`src/hw/udp_pkg.sv`:
```
package udp_pkg;

  // bits per beat on the rx bus, 1, 2, 4 or 8.
  localparam int BUS_W = 2;

  localparam int HDR_BEATS  = 64 / BUS_W;  // beats in the 8-byte header.
  localparam int WORD_BEATS = 16 / BUS_W;  // beats per checksum word.

  // counter widths, header count must reach HDR_BEATS itself.
  localparam int HDR_CNT_W  = $clog2(HDR_BEATS + 1);
  localparam int WORD_CNT_W = $clog2(WORD_BEATS);

  localparam logic [15:0] PORT_DHCP_SRV = 16'd67;
  localparam logic [15:0] PORT_DHCP_CLI = 16'd68;
  localparam logic [15:0] PORT_RTSP     = 16'd554;

  localparam logic [15:0] IP_PROTO_UDP = 16'd17;  // pseudo-header protocol word.

  // what the ip layer reports for the current frame.
  typedef struct packed {
    logic [31:0] src_ip;
    logic [31:0] dst_ip;
    logic [15:0] ip_udp_len;
  } udp_ip_info_t;

  // header fields in wire order, first field in the top bits.
  typedef struct packed {
    logic [15:0] src_port;
    logic [15:0] dst_port;
    logic [15:0] length;
    logic [15:0] cksum;
  } udp_hdr_t;

  // end of frame checksum result.
  typedef struct packed {
    logic done;
    logic ok;
  } udp_sum_t;

endpackage

```
`src/hw/udp_header_parse.sv`:
```
`timescale 1ns/1ps

module udp_header_parse (
  input  logic                      clk,
  input  logic                      rst,
  input  logic                      axiiv,
  input  logic [udp_pkg::BUS_W-1:0] axiid,
  output udp_pkg::udp_hdr_t         hdr,
  output logic                      hdr_done
);

  logic [udp_pkg::HDR_CNT_W-1:0] cnt;
  logic [5:0]                    msb;
  logic                          in_hdr;

  // the count picks the field and the slot within it.
  assign msb    = 6'(63 - udp_pkg::BUS_W * int'(cnt));
  assign in_hdr = (int'(cnt) < udp_pkg::HDR_BEATS);

  always_ff @(posedge clk) begin
    if (rst) begin
      cnt      <= '0;
      hdr_done <= 1'b0;
    end else if (axiiv) begin
      if (in_hdr) begin
        cnt <= cnt + 1'b1;
      end
      if (int'(cnt) == udp_pkg::HDR_BEATS - 1) begin
        hdr_done <= 1'b1;  // last header beat.
      end else if (cnt == '0) begin
        hdr_done <= 1'b0;  // new frame.
      end
    end else begin
      cnt <= '0;
    end
  end

  // header bits are captured msb first.
  always_ff @(posedge clk) begin
    if (axiiv && in_hdr) begin
      hdr[msb -: udp_pkg::BUS_W] <= axiid;
    end
  end

  // the header is flagged in the same cycle the count fills.
  a_done_at_full: assert property (
    @(posedge clk) disable iff (rst)
    $rose(hdr_done) |-> int'(cnt) == udp_pkg::HDR_BEATS
  );

  // a previous frame's result must not survive the start of a new one.
  a_done_clears: assert property (
    @(posedge clk) disable iff (rst)
    $rose(axiiv) |=> !hdr_done
  );

endmodule

```
`src/hw/udp_cksum.sv`:
```
`timescale 1ns/1ps

module udp_cksum (
  input  logic                      clk,
  input  logic                      rst,
  input  logic                      axiiv,
  input  logic [udp_pkg::BUS_W-1:0] axiid,
  input  udp_pkg::udp_ip_info_t     ip_info,
  output udp_pkg::udp_sum_t         sum
);

  logic [1:0]                     seed_state;
  logic                           seed_new;
  logic [15:0]                    src_f;
  logic [15:0]                    dst_f;
  logic [15:0]                    len_f;
  logic [15:0]                    ip_f;
  logic [15:0]                    seed;
  logic [udp_pkg::WORD_CNT_W-1:0] wcnt;
  logic                           word_last;
  logic [15:0]                    word_sr;
  logic [15:0]                    word_full;
  logic [15:0]                    word_part;
  logic [15:0]                    word_term;
  logic [4:0]                     pad;
  logic [15:0]                    acc;
  logic [15:0]                    acc_next;
  logic                           in_frame;
  logic                           frame_end;

  // ones-complement add with end-around carry.
  function automatic logic [15:0] oc_add(input logic [15:0] a, input logic [15:0] b);
    logic [16:0] s;
    s = {1'b0, a} + {1'b0, b};
    return s[15:0] + 16'(s[16]);
  endfunction

  // pseudo-header over three beats, keeps each stage to one adder.
  always_ff @(posedge clk) begin
    if (rst) begin
      seed_state <= 2'd0;
      seed_new   <= 1'b0;
    end else begin
      seed_new <= axiiv && (seed_state == 2'd2);
      if (!axiiv) begin
        seed_state <= 2'd0;
      end else if (seed_state != 2'd3) begin
        seed_state <= seed_state + 2'd1;
      end
    end
  end

  always_ff @(posedge clk) begin
    if (axiiv) begin
      case (seed_state)
        2'd0: begin
          src_f <= oc_add(ip_info.src_ip[31:16], ip_info.src_ip[15:0]);
          dst_f <= oc_add(ip_info.dst_ip[31:16], ip_info.dst_ip[15:0]);
          len_f <= oc_add(ip_info.ip_udp_len, udp_pkg::IP_PROTO_UDP);
        end
        2'd1: ip_f <= oc_add(src_f, dst_f);
        2'd2: seed <= oc_add(ip_f, len_f);
        default: ;
      endcase
    end
  end

  assign frame_end = !axiiv && in_frame;
  assign word_last = (int'(wcnt) == udp_pkg::WORD_BEATS - 1);
  assign word_full = {word_sr[15-udp_pkg::BUS_W:0], axiid};

  // odd tail, shift the captured bits up and pad with zeros.
  assign pad       = 5'(16 - udp_pkg::BUS_W * int'(wcnt));
  assign word_part = word_sr << pad;

  assign word_term = axiiv ? (word_last ? word_full : 16'h0000) : word_part;
  assign acc_next  = oc_add(oc_add(acc, word_term), seed_new ? seed : 16'h0000);

  always_ff @(posedge clk) begin
    if (axiiv) begin
      word_sr <= word_full;
    end
  end

  always_ff @(posedge clk) begin
    if (rst) begin
      in_frame <= 1'b0;
      wcnt     <= '0;
      acc      <= 16'h0000;
      sum      <= '0;
    end else begin
      in_frame <= axiiv;
      sum.done <= frame_end;
      if (frame_end) begin
        sum.ok <= (acc_next == 16'hffff);
      end
      if (axiiv) begin
        wcnt <= word_last ? '0 : wcnt + 1'b1;
        acc  <= acc_next;
      end else begin
        wcnt <= '0;
        acc  <= 16'h0000;
      end
    end
  end

  a_seed_ready: assert property (
    @(posedge clk) disable iff (rst)
    $fell(axiiv) |-> (seed_state == 2'd3)
  );

endmodule

```
`src/hw/udp_verdict.sv`:
```
`timescale 1ns/1ps

module udp_verdict (
  input  logic                  clk,
  input  logic                  rst,
  input  udp_pkg::udp_hdr_t     hdr,
  input  logic                  hdr_done,
  input  udp_pkg::udp_ip_info_t ip_info,
  input  udp_pkg::udp_sum_t     sum,
  output logic                  axiov,
  output logic                  kill
);

  logic port_ok;
  logic len_ok;
  logic cksum_used;
  logic kill_next;

  assign port_ok = (hdr.dst_port == udp_pkg::PORT_DHCP_SRV) ||
                   (hdr.dst_port == udp_pkg::PORT_DHCP_CLI) ||
                   (hdr.dst_port == udp_pkg::PORT_RTSP);

  // header length has to agree with what ip saw.
  assign len_ok = (hdr.length == ip_info.ip_udp_len);

  assign axiov = hdr_done && port_ok && len_ok;

  // zero checksum field means the sender skipped it.
  assign cksum_used = (hdr.cksum != 16'h0000);

  assign kill_next = sum.done && axiov && cksum_used && !sum.ok;

  always_ff @(posedge clk) begin
    if (rst) begin
      kill <= 1'b0;
    end else begin
      kill <= kill_next;  // one cycle pulse.
    end
  end

  // kill never stretches past a single cycle.
  a_kill_one_cycle: assert property (
    @(posedge clk) disable iff (rst)
    kill |=> !kill
  );

endmodule

```
`src/hw/udp_rx.sv`:
```
`timescale 1ns/1ps

module udp_rx (
  input  logic                      clk,
  input  logic                      rst,
  input  logic                      axiiv,
  input  logic [udp_pkg::BUS_W-1:0] axiid,
  input  udp_pkg::udp_ip_info_t     ip_info,
  output logic                      axiov,
  output logic                      kill,
  output udp_pkg::udp_hdr_t         hdr
);

  logic              hdr_done;
  udp_pkg::udp_sum_t sum;

  // header parse and checksum run side by side on the same beats.
  udp_header_parse u_parse (
    .clk      (clk),
    .rst      (rst),
    .axiiv    (axiiv),
    .axiid    (axiid),
    .hdr      (hdr),
    .hdr_done (hdr_done)
  );

  udp_cksum u_cksum (
    .clk     (clk),
    .rst     (rst),
    .axiiv   (axiiv),
    .axiid   (axiid),
    .ip_info (ip_info),
    .sum     (sum)
  );

  udp_verdict u_verdict (
    .clk      (clk),
    .rst      (rst),
    .hdr      (hdr),
    .hdr_done (hdr_done),
    .ip_info  (ip_info),
    .sum      (sum),
    .axiov    (axiov),
    .kill     (kill)
  );

endmodule

```
`config.mk`:
```
export PLATFORM = sky130hd
export DESIGN_NAME = udp_rx
export DESIGN_NICKNAME = d
export VERILOG_FILES = /design/src/hw/udp_pkg.sv /design/src/hw/udp_header_parse.sv /design/src/hw/udp_cksum.sv /design/src/hw/udp_verdict.sv /design/src/hw/udp_rx.sv
export SDC_FILE = /design/constraint.sdc
export NUM_CORES = 1
export LEC_CHECK = 0
export BUFFER_PORTS_ARGS = -buffer_cell sky130_fd_sc_hd__buf_4
export CORE_MARGIN = 4
export CORE_UTILIZATION = 30
export CTS_BUF_LIST = sky130_fd_sc_hd__clkbuf_2 sky130_fd_sc_hd__clkbuf_4 sky130_fd_sc_hd__clkbuf_8
export DETAILED_ROUTE_END_ITERATION = 8
export SYNTH_ARGS = -nofsm -noshare
export SYNTH_HDL_FRONTEND = slang
export SYNTH_SLANG_ARGS = --single-unit
```
`constraint.sdc`:
```
create_clock -name clk -period 8.2 [get_ports clk]
set_input_delay 1.64 -clock clk [delete_from_list [all_inputs] [get_ports clk]]
set_output_delay 1.64 -clock clk [all_outputs]
set_load 0.02 [all_outputs]
```
Word-level counts from Yosys, hierarchy flattened
Index checks and enable logic that the tools add are counted.
W data, S select, Z words.
{"block": "totals", "out_inout_bits": 66, "reg_bits": 193, "wordCells": 83, "inputBits": 85}
{"block": "op_classes", "n_shift": 3, "eq_ne": 10, "mux": 6, "n_reduce_logical": 22, "n_addsub": 20, "n_lt_le_gt_ge": 1, "n_bitwise": 1}
{"cell": "$add A16 B1 Y16", "n": 7}
{"cell": "$add A16 B16 Y17", "n": 6}
{"cell": "$shift A2 B8 Y65 const A", "n": 1}
{"cell": "$shiftx A2 B8 Y65", "n": 1}
{"cell": "$bwmux W64", "n": 1}
{"cell": "$mux W16", "n": 3}
{"cell": "$eq A16 B7 Y1 const B", "n": 2}
{"cell": "$add A16 B5 Y17 const B", "n": 1}
{"cell": "$eq A16 B10 Y1 const B", "n": 1}
{"cell": "$eq A16 B16 Y1", "n": 1}
{"cell": "$eq A16 B16 Y1 const B", "n": 1}
{"cell": "$reduce_bool A16 Y1", "n": 1}
{"cell": "$shl A16 B5 Y16", "n": 1}
{"cell": "$logic_and A1 B1 Y1", "n": 8}
{"cell": "$neg A6 Y8", "n": 1}
{"cell": "$reduce_and A2 Y1", "n": 4}
{"cell": "$add A6 B1 Y6 const B", "n": 1}
{"cell": "$eq A6 B6 Y1 const B", "n": 1}
{"cell": "$logic_not A6 Y1", "n": 1}
{"cell": "$lt A6 B6 Y1 const B", "n": 1}
{"cell": "$sub A6 B6 Y6 const A", "n": 1}
{"cell": "$sub A5 B4 Y5 const A", "n": 1}
{"cell": "$add A3 B1 Y3 const B", "n": 1}
{"cell": "$eq A3 B1 Y1 const B", "n": 1}
{"cell": "12 further kinds", "n": 15}

Depth between registers and ports, before layout
{"block": "depth", "word_depth": 8, "mapped_depth": 41, "mapped_depth_nobuf": 39}

Cells and area by module
Synthesis repeated with hierarchy kept, for this count alone.
{"block": "unflattened", "hier_cells": 1493, "hier_area_um2": 14385.0}
{"module": "udp_cksum", "seq_area_each_um2": 3383.2, "n_inst": 1, "cells_per_inst": 1197, "area_each_um2": 11103.1}
{"module": "udp_header_parse", "seq_area_each_um2": 2062.0, "n_inst": 1, "cells_per_inst": 254, "area_each_um2": 2945.3}
{"module": "udp_verdict", "seq_area_each_um2": 20.0, "n_inst": 1, "cells_per_inst": 42, "area_each_um2": 336.6}

Worst setup path before layout
OpenSTA, ideal clock, no wires.
{"block": "synth_timing", "kind": "input -> register", "from": "input port axiiv", "to": "register, netlist name u_cksum.sum[0]", "setup_slack_ns": 0.368, "setup_ns": 0.087, "required_time_ns": 8.113, "n_path_buf": 2, "cell_stages": 37, "t_arrival_ns": 7.745, "path_cell_list": "clkbuf_1 > nor2b_1 > clkbuf_1 > a32o_1 > ha_1 > fa_1 > a21o_1 > nand4_1 > nand3_1 > nand2_1 > a211oi_1 > o21a_1 > o21a_1 > o21ai_0 > nand2b_1 > ha_1 > ha_1 > nand2_1 > nor2_1 > xnor2_1 > ha_1 > and2_1 > nand4_1 > a21oi_1 > nor3_1 > o21ai_0 > a21o_1 > a21o_1 > ha_1 > ha_1 > nand2_1 > nor2_1 > nand3_1 > nor4b_4 > xor2_1 > o2111ai_1 > o31ai_1"}
{"block": "synth_between", "elab_chain_cells": 6, "elab_cells_between_ends": 8, "cone_classes": "add/sub: 4; eq/ne: 1; mux: 1; reduce/logical: 2"}
{"element": "from (decl)", "line": "udp_rx.sv:6", "source": "input logic axiiv,"}
{"element": "$mux W16", "line": "udp_cksum.sv:76", "source": "assign word_term = axiiv ? (word_last ? word_full : 16'h0000) : word_part;"}
{"element": "$add A16 B16 Y17", "line": "udp_cksum.sv:34", "source": "s = {1'b0, a} + {1'b0, b};"}
{"element": "$add A16 B1 Y16", "line": "udp_cksum.sv:35", "source": "return s[15:0] + 16'(s[16]);"}
{"element": "$add A16 B16 Y17", "line": "udp_cksum.sv:34"}
{"element": "$add A16 B1 Y16", "line": "udp_cksum.sv:35"}
{"element": "$eq A16 B16 Y1", "line": "udp_cksum.sv:95", "source": "sum.ok <= (acc_next == 16'hffff);"}
Several ways; a longest one is shown, not always the timed one.
A chain may end at the register's enable or synchronous reset.

Worst setup path after layout
{"block": "layout_timing", "from": "input port axiiv", "to": "register u_cksum.acc[14]"}
{"block": "layout_between", "elab_chain_cells": 5, "elab_cells_between_ends": 7, "cone_classes": "add/sub: 4; mux: 1; bitwise: 1; reduce/logical: 1"}
{"element": "$mux W16", "line": "udp_cksum.sv:76"}
{"element": "$add A16 B16 Y17", "line": "udp_cksum.sv:34"}
{"element": "$add A16 B1 Y16", "line": "udp_cksum.sv:35"}
{"element": "$add A16 B16 Y17", "line": "udp_cksum.sv:34"}
{"element": "$add A16 B1 Y16", "line": "udp_cksum.sv:35"}
{"element": "to (signal assigned)", "line": "udp_cksum.sv:99", "source": "acc <= acc_next;"}
{"element": "to (decl)", "line": "udp_cksum.sv:26", "source": "logic [15:0] acc;"}
Several ways; a longest one is shown, not always the timed one.

==> impl_results.html <==
<table>
<tr><th>Metric</th><th>Value</th></tr>
<tr><th colspan="2">Outcome</th></tr>
<tr><td>Result of the run</td><td>finished, final reports clean</td></tr>
<tr><th colspan="2">Drt</th></tr>
<tr><td>Highest layer used for signal routing</td><td>met4</td></tr>
<tr><td>Remaining antenna violation count after routing</td><td>0</td></tr>
<tr><td>Met3 routed WL</td><td>1740 µm</td></tr>
<tr><td>Detailed-route vias per instance</td><td>4.97</td></tr>
<tr><td>Detailed Route WL</td><td>34600 µm</td></tr>
<tr><td>DR DRC count</td><td>0</td></tr>
<tr><td>Violation count after the first detailed-routing iteration</td><td>812</td></tr>
<tr><td>Metal1 wirelength</td><td>15600 µm</td></tr>
<tr><td>Total length of routed met2 wires</td><td>16700 µm</td></tr>
<tr><td>Via count</td><td>10988</td></tr>
<tr><td>Average wire per standard cell</td><td>15.6 µm</td></tr>
<tr><td>Number of detailed-route iterations in the first pass</td><td>5</td></tr>
<tr><th colspan="2">Synthesis</th></tr>
<tr><td>Primary FF master, synth</td><td>edfxtp_1</td></tr>
<tr><td>Average footprint of a synthesized cell</td><td>9.79 µm²</td></tr>
<tr><td>Area contributors post-synth</td><td>edfxtp_1, ha_1, xnor2_1, nor2_1, xor2_1</td></tr>
<tr><td>Post-synthesis sequential area ratio</td><td>0.388</td></tr>
<tr><td>Count of cell types in the netlist</td><td>85</td></tr>
<tr><td>Gate Count Post-Synth</td><td>1438</td></tr>
<tr><td>Post-synth net total</td><td>1656</td></tr>
<tr><td>Number of enable flip-flop cells after synthesis</td><td>160</td></tr>
<tr><td>Library cell occupying the most area in the post-synthesis netlist</td><td>edfxtp_1</td></tr>
<tr><td>Share of synthesized registers carrying an async set or reset</td><td>0</td></tr>
<tr><td>Area share of the largest cell type after synthesis</td><td>0.341</td></tr>
<tr><td>Ys Warns</td><td>0</td></tr>
<tr><td>Summed instance area of the synthesized netlist</td><td>14100 µm²</td></tr>
<tr><td>Total of flip-flops plus latches after synthesis</td><td>193</td></tr>
<tr><th colspan="2">Job</th></tr>
<tr><td>Maximum capacitance violations</td><td>0</td></tr>
<tr><th colspan="2">Clocking</th></tr>
<tr><td>Register clock-pin slew on the reported worst setup and hold paths</td><td>0.10 ns</td></tr>
<tr><td>Number of sinks on the clock net</td><td>193</td></tr>
<tr><td>Number of buffers created by CTS</td><td>17</td></tr>
<tr><td>Worst skew pair latency</td><td>0.49 ns</td></tr>
<tr><td>Buffer cell driving the clock tree root</td><td>clkbuf_8</td></tr>
<tr><td>CTS HTree Levels</td><td>4</td></tr>
<tr><td>Buffers inserted during post-CTS setup optimization</td><td>0</td></tr>
<tr><td>TritonCTS clock tree</td><td>done</td></tr>
<tr><td>Worst-case clock buffer depth</td><td>2</td></tr>
<tr><th colspan="2">Timing</th></tr>
<tr><td>Number of pins exceeding their max-slew limit in the final report</td><td>0</td></tr>
<tr><td>Post-route clock period utilization</td><td>0.917</td></tr>
<tr><td>Final worst path period need</td><td>7.52 ns</td></tr>
<tr><td>Worst-margin pin slew</td><td>1.08 ns</td></tr>
<tr><td>Remaining max-slew budget at the tightest pin</td><td>0.278</td></tr>
<tr><td>Summed negative setup slack over all endpoints</td><td>0 ns</td></tr>
<tr><td>Number of hold violations in the final report</td><td>0</td></tr>
<tr><td>Post-Route Skew</td><td>0.0125 ns</td></tr>
<tr><td>Highest clock rate</td><td>133 MHz</td></tr>
<tr><td>Setup repair after global routing missed its margin</td><td>false</td></tr>
<tr><td>Number of setup violations in the final report</td><td>0</td></tr>
<tr><th colspan="2">Setup path</th></tr>
<tr><td>Capturing point of the worst reg2reg path</td><td>u_cksum.acc[14]</td></tr>
<tr><td>Startpoint-to-endpoint class of the critical path</td><td>in2reg</td></tr>
<tr><td>Critical path data required time</td><td>8.55 ns</td></tr>
<tr><td>CP max-delay cell</td><td>fa_1</td></tr>
<tr><td>Worst-path maximum fanout</td><td>6</td></tr>
<tr><td>Worst EP arrival</td><td>7.87 ns</td></tr>
<tr><td>CP endpoint kind</td><td>flop</td></tr>
<tr><td>Worst path most repeated cell</td><td>ha_1</td></tr>
<tr><td>Slack of the worst reg-to-reg path</td><td>0.81 ns</td></tr>
<tr><td>Beginning of the worst register-to-register path</td><td>u_cksum.wcnt[0]</td></tr>
<tr><td>Startpoint kind of the worst setup timing path</td><td>input pin</td></tr>
<tr><td>Delay of the slowest critical-path stage</td><td>0.41 ns</td></tr>
<tr><td>Cell count of the worst reg-to-reg path</td><td>38</td></tr>
<tr><th colspan="2">Layout</th></tr>
<tr><td>Final Instance Area</td><td>16400 µm²</td></tr>
<tr><td>Final std cells w/o fill</td><td>2212</td></tr>
<tr><td>Number of diodes</td><td>0</td></tr>
<tr><td>Number of nets in the final layout</td><td>1810</td></tr>
<tr><td>Relative area change from synthesis to final layout</td><td>16.4%</td></tr>
<tr><td>Fraction of layout instances using a drive strength above 1</td><td>0.153</td></tr>
<tr><th colspan="2">Global route</th></tr>
<tr><td>GRT Util Overall</td><td>0.135</td></tr>
<tr><td>Remaining global-route overflow</td><td>0</td></tr>
<tr><td>Maximum number of pins on one net before global-route repair</td><td>49</td></tr>
<tr><td>First-pass GRT wire length</td><td>55400 µm</td></tr>
<tr><td>Antenna violations before repair</td><td>0</td></tr>
<tr><td>Via count of the first global-routing pass</td><td>10704</td></tr>
<tr><th colspan="2">Min path</th></tr>
<tr><td>Source of the worst hold timing path</td><td>u_cksum.in_frame</td></tr>
<tr><td>Hold-critical path depth</td><td>2</td></tr>
<tr><td>Capture endpoint of the worst hold path</td><td>u_cksum.sum[1]</td></tr>
<tr><td>Type of the most critical hold path</td><td>reg2reg</td></tr>
<tr><th colspan="2">Pwr</th></tr>
<tr><td>Peak VDD IR</td><td>0.000108 V</td></tr>
<tr><td>Pwr dens</td><td>152 nW/µm²</td></tr>
<tr><td>Leakage power</td><td>6.55 nW</td></tr>
<tr><th colspan="2">Placement</th></tr>
<tr><td>Placed cell area</td><td>16000 µm²</td></tr>
<tr><td>DPL Wire Length</td><td>27800 µm</td></tr>
<tr><td>Post-placement cell count</td><td>2180</td></tr>
<tr><td>Final weighted congestion in routability-driven placement</td><td>0.867</td></tr>
<tr><td>IO Port Bufs</td><td>150</td></tr>
<tr><th colspan="2">Floorplanning</th></tr>
<tr><td>Number of placement rows</td><td>79</td></tr>
<tr><td>Die boundary width</td><td>225 µm</td></tr>
<tr><td>Starting Density</td><td>0.303</td></tr>
<tr><td>Overall die area</td><td>50400 µm²</td></tr>
<tr><td>Num ports</td><td>151</td></tr>
<tr><td>Die height</td><td>225 µm</td></tr>
<tr><td>Core Area</td><td>46500 µm²</td></tr>
</table>
==> synthesized netlist by cell type (4+ instances only) <==
cell type  instances
a211oi_1           8
a21o_1            32
a21oi_1           68
a221oi_1           6
a22o_1             7
a31oi_1           13
a32oi_1            5
and2_1            34
and3_1            14
and4_1             6
clkbuf_1          31
dfxtp_1           33
edfxtp_1         160
fa_1               6
ha_1             127
inv_1             48
mux2_2             6
mux2i_1           16
nand2_1           78
nand2b_1          21
nand3_1           43
nand3b_1          11
nand4_1           25
nor2_1           189
nor2b_1           15
nor3_1            33
nor3b_1            9
nor4_1            12
nor4b_1            4
o211ai_1           7
o21a_1            16
o21ai_0           52
o21ai_1            8
o21bai_1          11
o31ai_1            4
or2_2             13
or3_1              7
xnor2_1          105
xor2_1            81
==> kinds of logic (layout without fill, tap and decap cells) <==
logic type               Yosys count  in the layout  share of synthesized area
multiplexers                      22             22                     0.0162
AO/OA/AOI/OAI                    285            285                      0.138
buffers and inverters             84            251                     0.0227
flip-flops                       193            193                      0.388
AND/OR/NAND/NOR                  530            530                      0.190
XOR/XNOR                         191            191                      0.124
adder cells (fa/ha/maj)          133            133                      0.121
==> area by class of cell <==
type                    count  area [µm²]
clock buffers              19         249
clock inverters            13         131
fillers                  4721       30100
inverters                  48         180
multi-input cells        1161        8310
flip-flops and latches    193        5470
well taps                 607         759
repair buffers            171        1280
==> power by group <==
group | internal (W) | switching (W)
Sequential | 0.00114 | 0.0000245
Combinational | 0.000309 | 0.000406
Clock | 0.000253 | 0.000362
Total | 0.00170 | 0.000793
==> sequential cells by signal, indices dropped and copies added (netlist names) <==
| name | flops |
|---|---|
| u_cksum.acc | 16 |
| u_cksum.src_f | 16 |
| u_cksum.seed | 16 |
| u_cksum.seed_state | 2 |
| u_cksum.word_sr | 16 |
| u_parse.cnt | 6 |
| u_cksum.ip_f | 16 |
| u_cksum.in_frame | 1 |
| u_cksum.sum | 2 |
| u_cksum.wcnt | 3 |
| u_parse.hdr_done | 1 |
| u_cksum.seed_new | 1 |
| u_parse.hdr | 64 |
| u_verdict.kill | 1 |
| u_cksum.dst_f | 16 |
| u_cksum.len_f | 16 |
==> layout by cell type (no fill, tap or decap), types with 43 or more instances in the layout <==
| master | n |
|---|---|
| a21oi_1 | 67 |
| xnor2_1 | 105 |
| ha_1 | 125 |
| nand2_1 | 78 |
| nor2_1 | 189 |
| xor2_1 | 81 |
| inv_1 | 48 |
| o21ai_0 | 51 |
| edfxtp_1 | 160 |
| nand3_1 | 43 |
| buf_4 | 171 |
==> per-stage QoR <==
| step | hold slack (ns) | total power [W] | utilization | setup WS, ns |
|---|---|---|---|---|
| 5_1_grt | 0.526 | 0.00263 | 0.353 | 0.0272 |
| 4_1_cts | 0.506 | 0.00251 | 0.352 | 0.507 |
| 2_1_floorplan | 0.439 | 0.00171 | - | 0.368 |
| 6_report | 0.507 | 0.00249 | 0.353 | 0.685 |
| 3_5_place_dp | 0.469 | 0.00190 | 0.344 | 0.0839 |
| 3_3_place_gp | 0.484 | 0.00189 | 0.344 | 0.197 |
==> worst max-delay path by stage <==
stage / slack (ns) / cells past startpoint / from / end
after global routing: 0.03 / 36 / axiiv / u_cksum.sum[0]
after global placement: 0.20 / 34 / axiiv / u_cksum.sum[0]
after detailed placement: 0.08 / 34 / axiiv / u_cksum.sum[0]
final: 0.68 / 36 / axiiv / u_cksum.acc[14]
after CTS: 0.51 / 37 / u_cksum.wcnt[0] / u_cksum.sum[0]
after floorplan: 0.37 / 37 / axiiv / u_cksum.sum[0]
==> repair_timing <==
| item | CTS | global route |
|---|---|---|
| resized for setup | 0 | 6 |
| hold buffers | 0 | 0 |
| setup endpoints to repair | 0 | 5 |
==> critical path: cells and delay by family <==
kind / cells / cell delay (ns)
compound gates: 10 / 1.73
fa+ha+maj: 7 / 1.87
xor+xnor: 2 / 0.30
simple gates: 15 / 2.02
buf+inv: 2 / 0.31
==> metal layers <==
layer,vias to the layer above,global-route usage
met5,-,0
li1,5570,-
met1,5154,0.178
met3,27,0.0311
met2,237,0.225
met4,0,0.0326
Power figures use the tool's default switching activity.
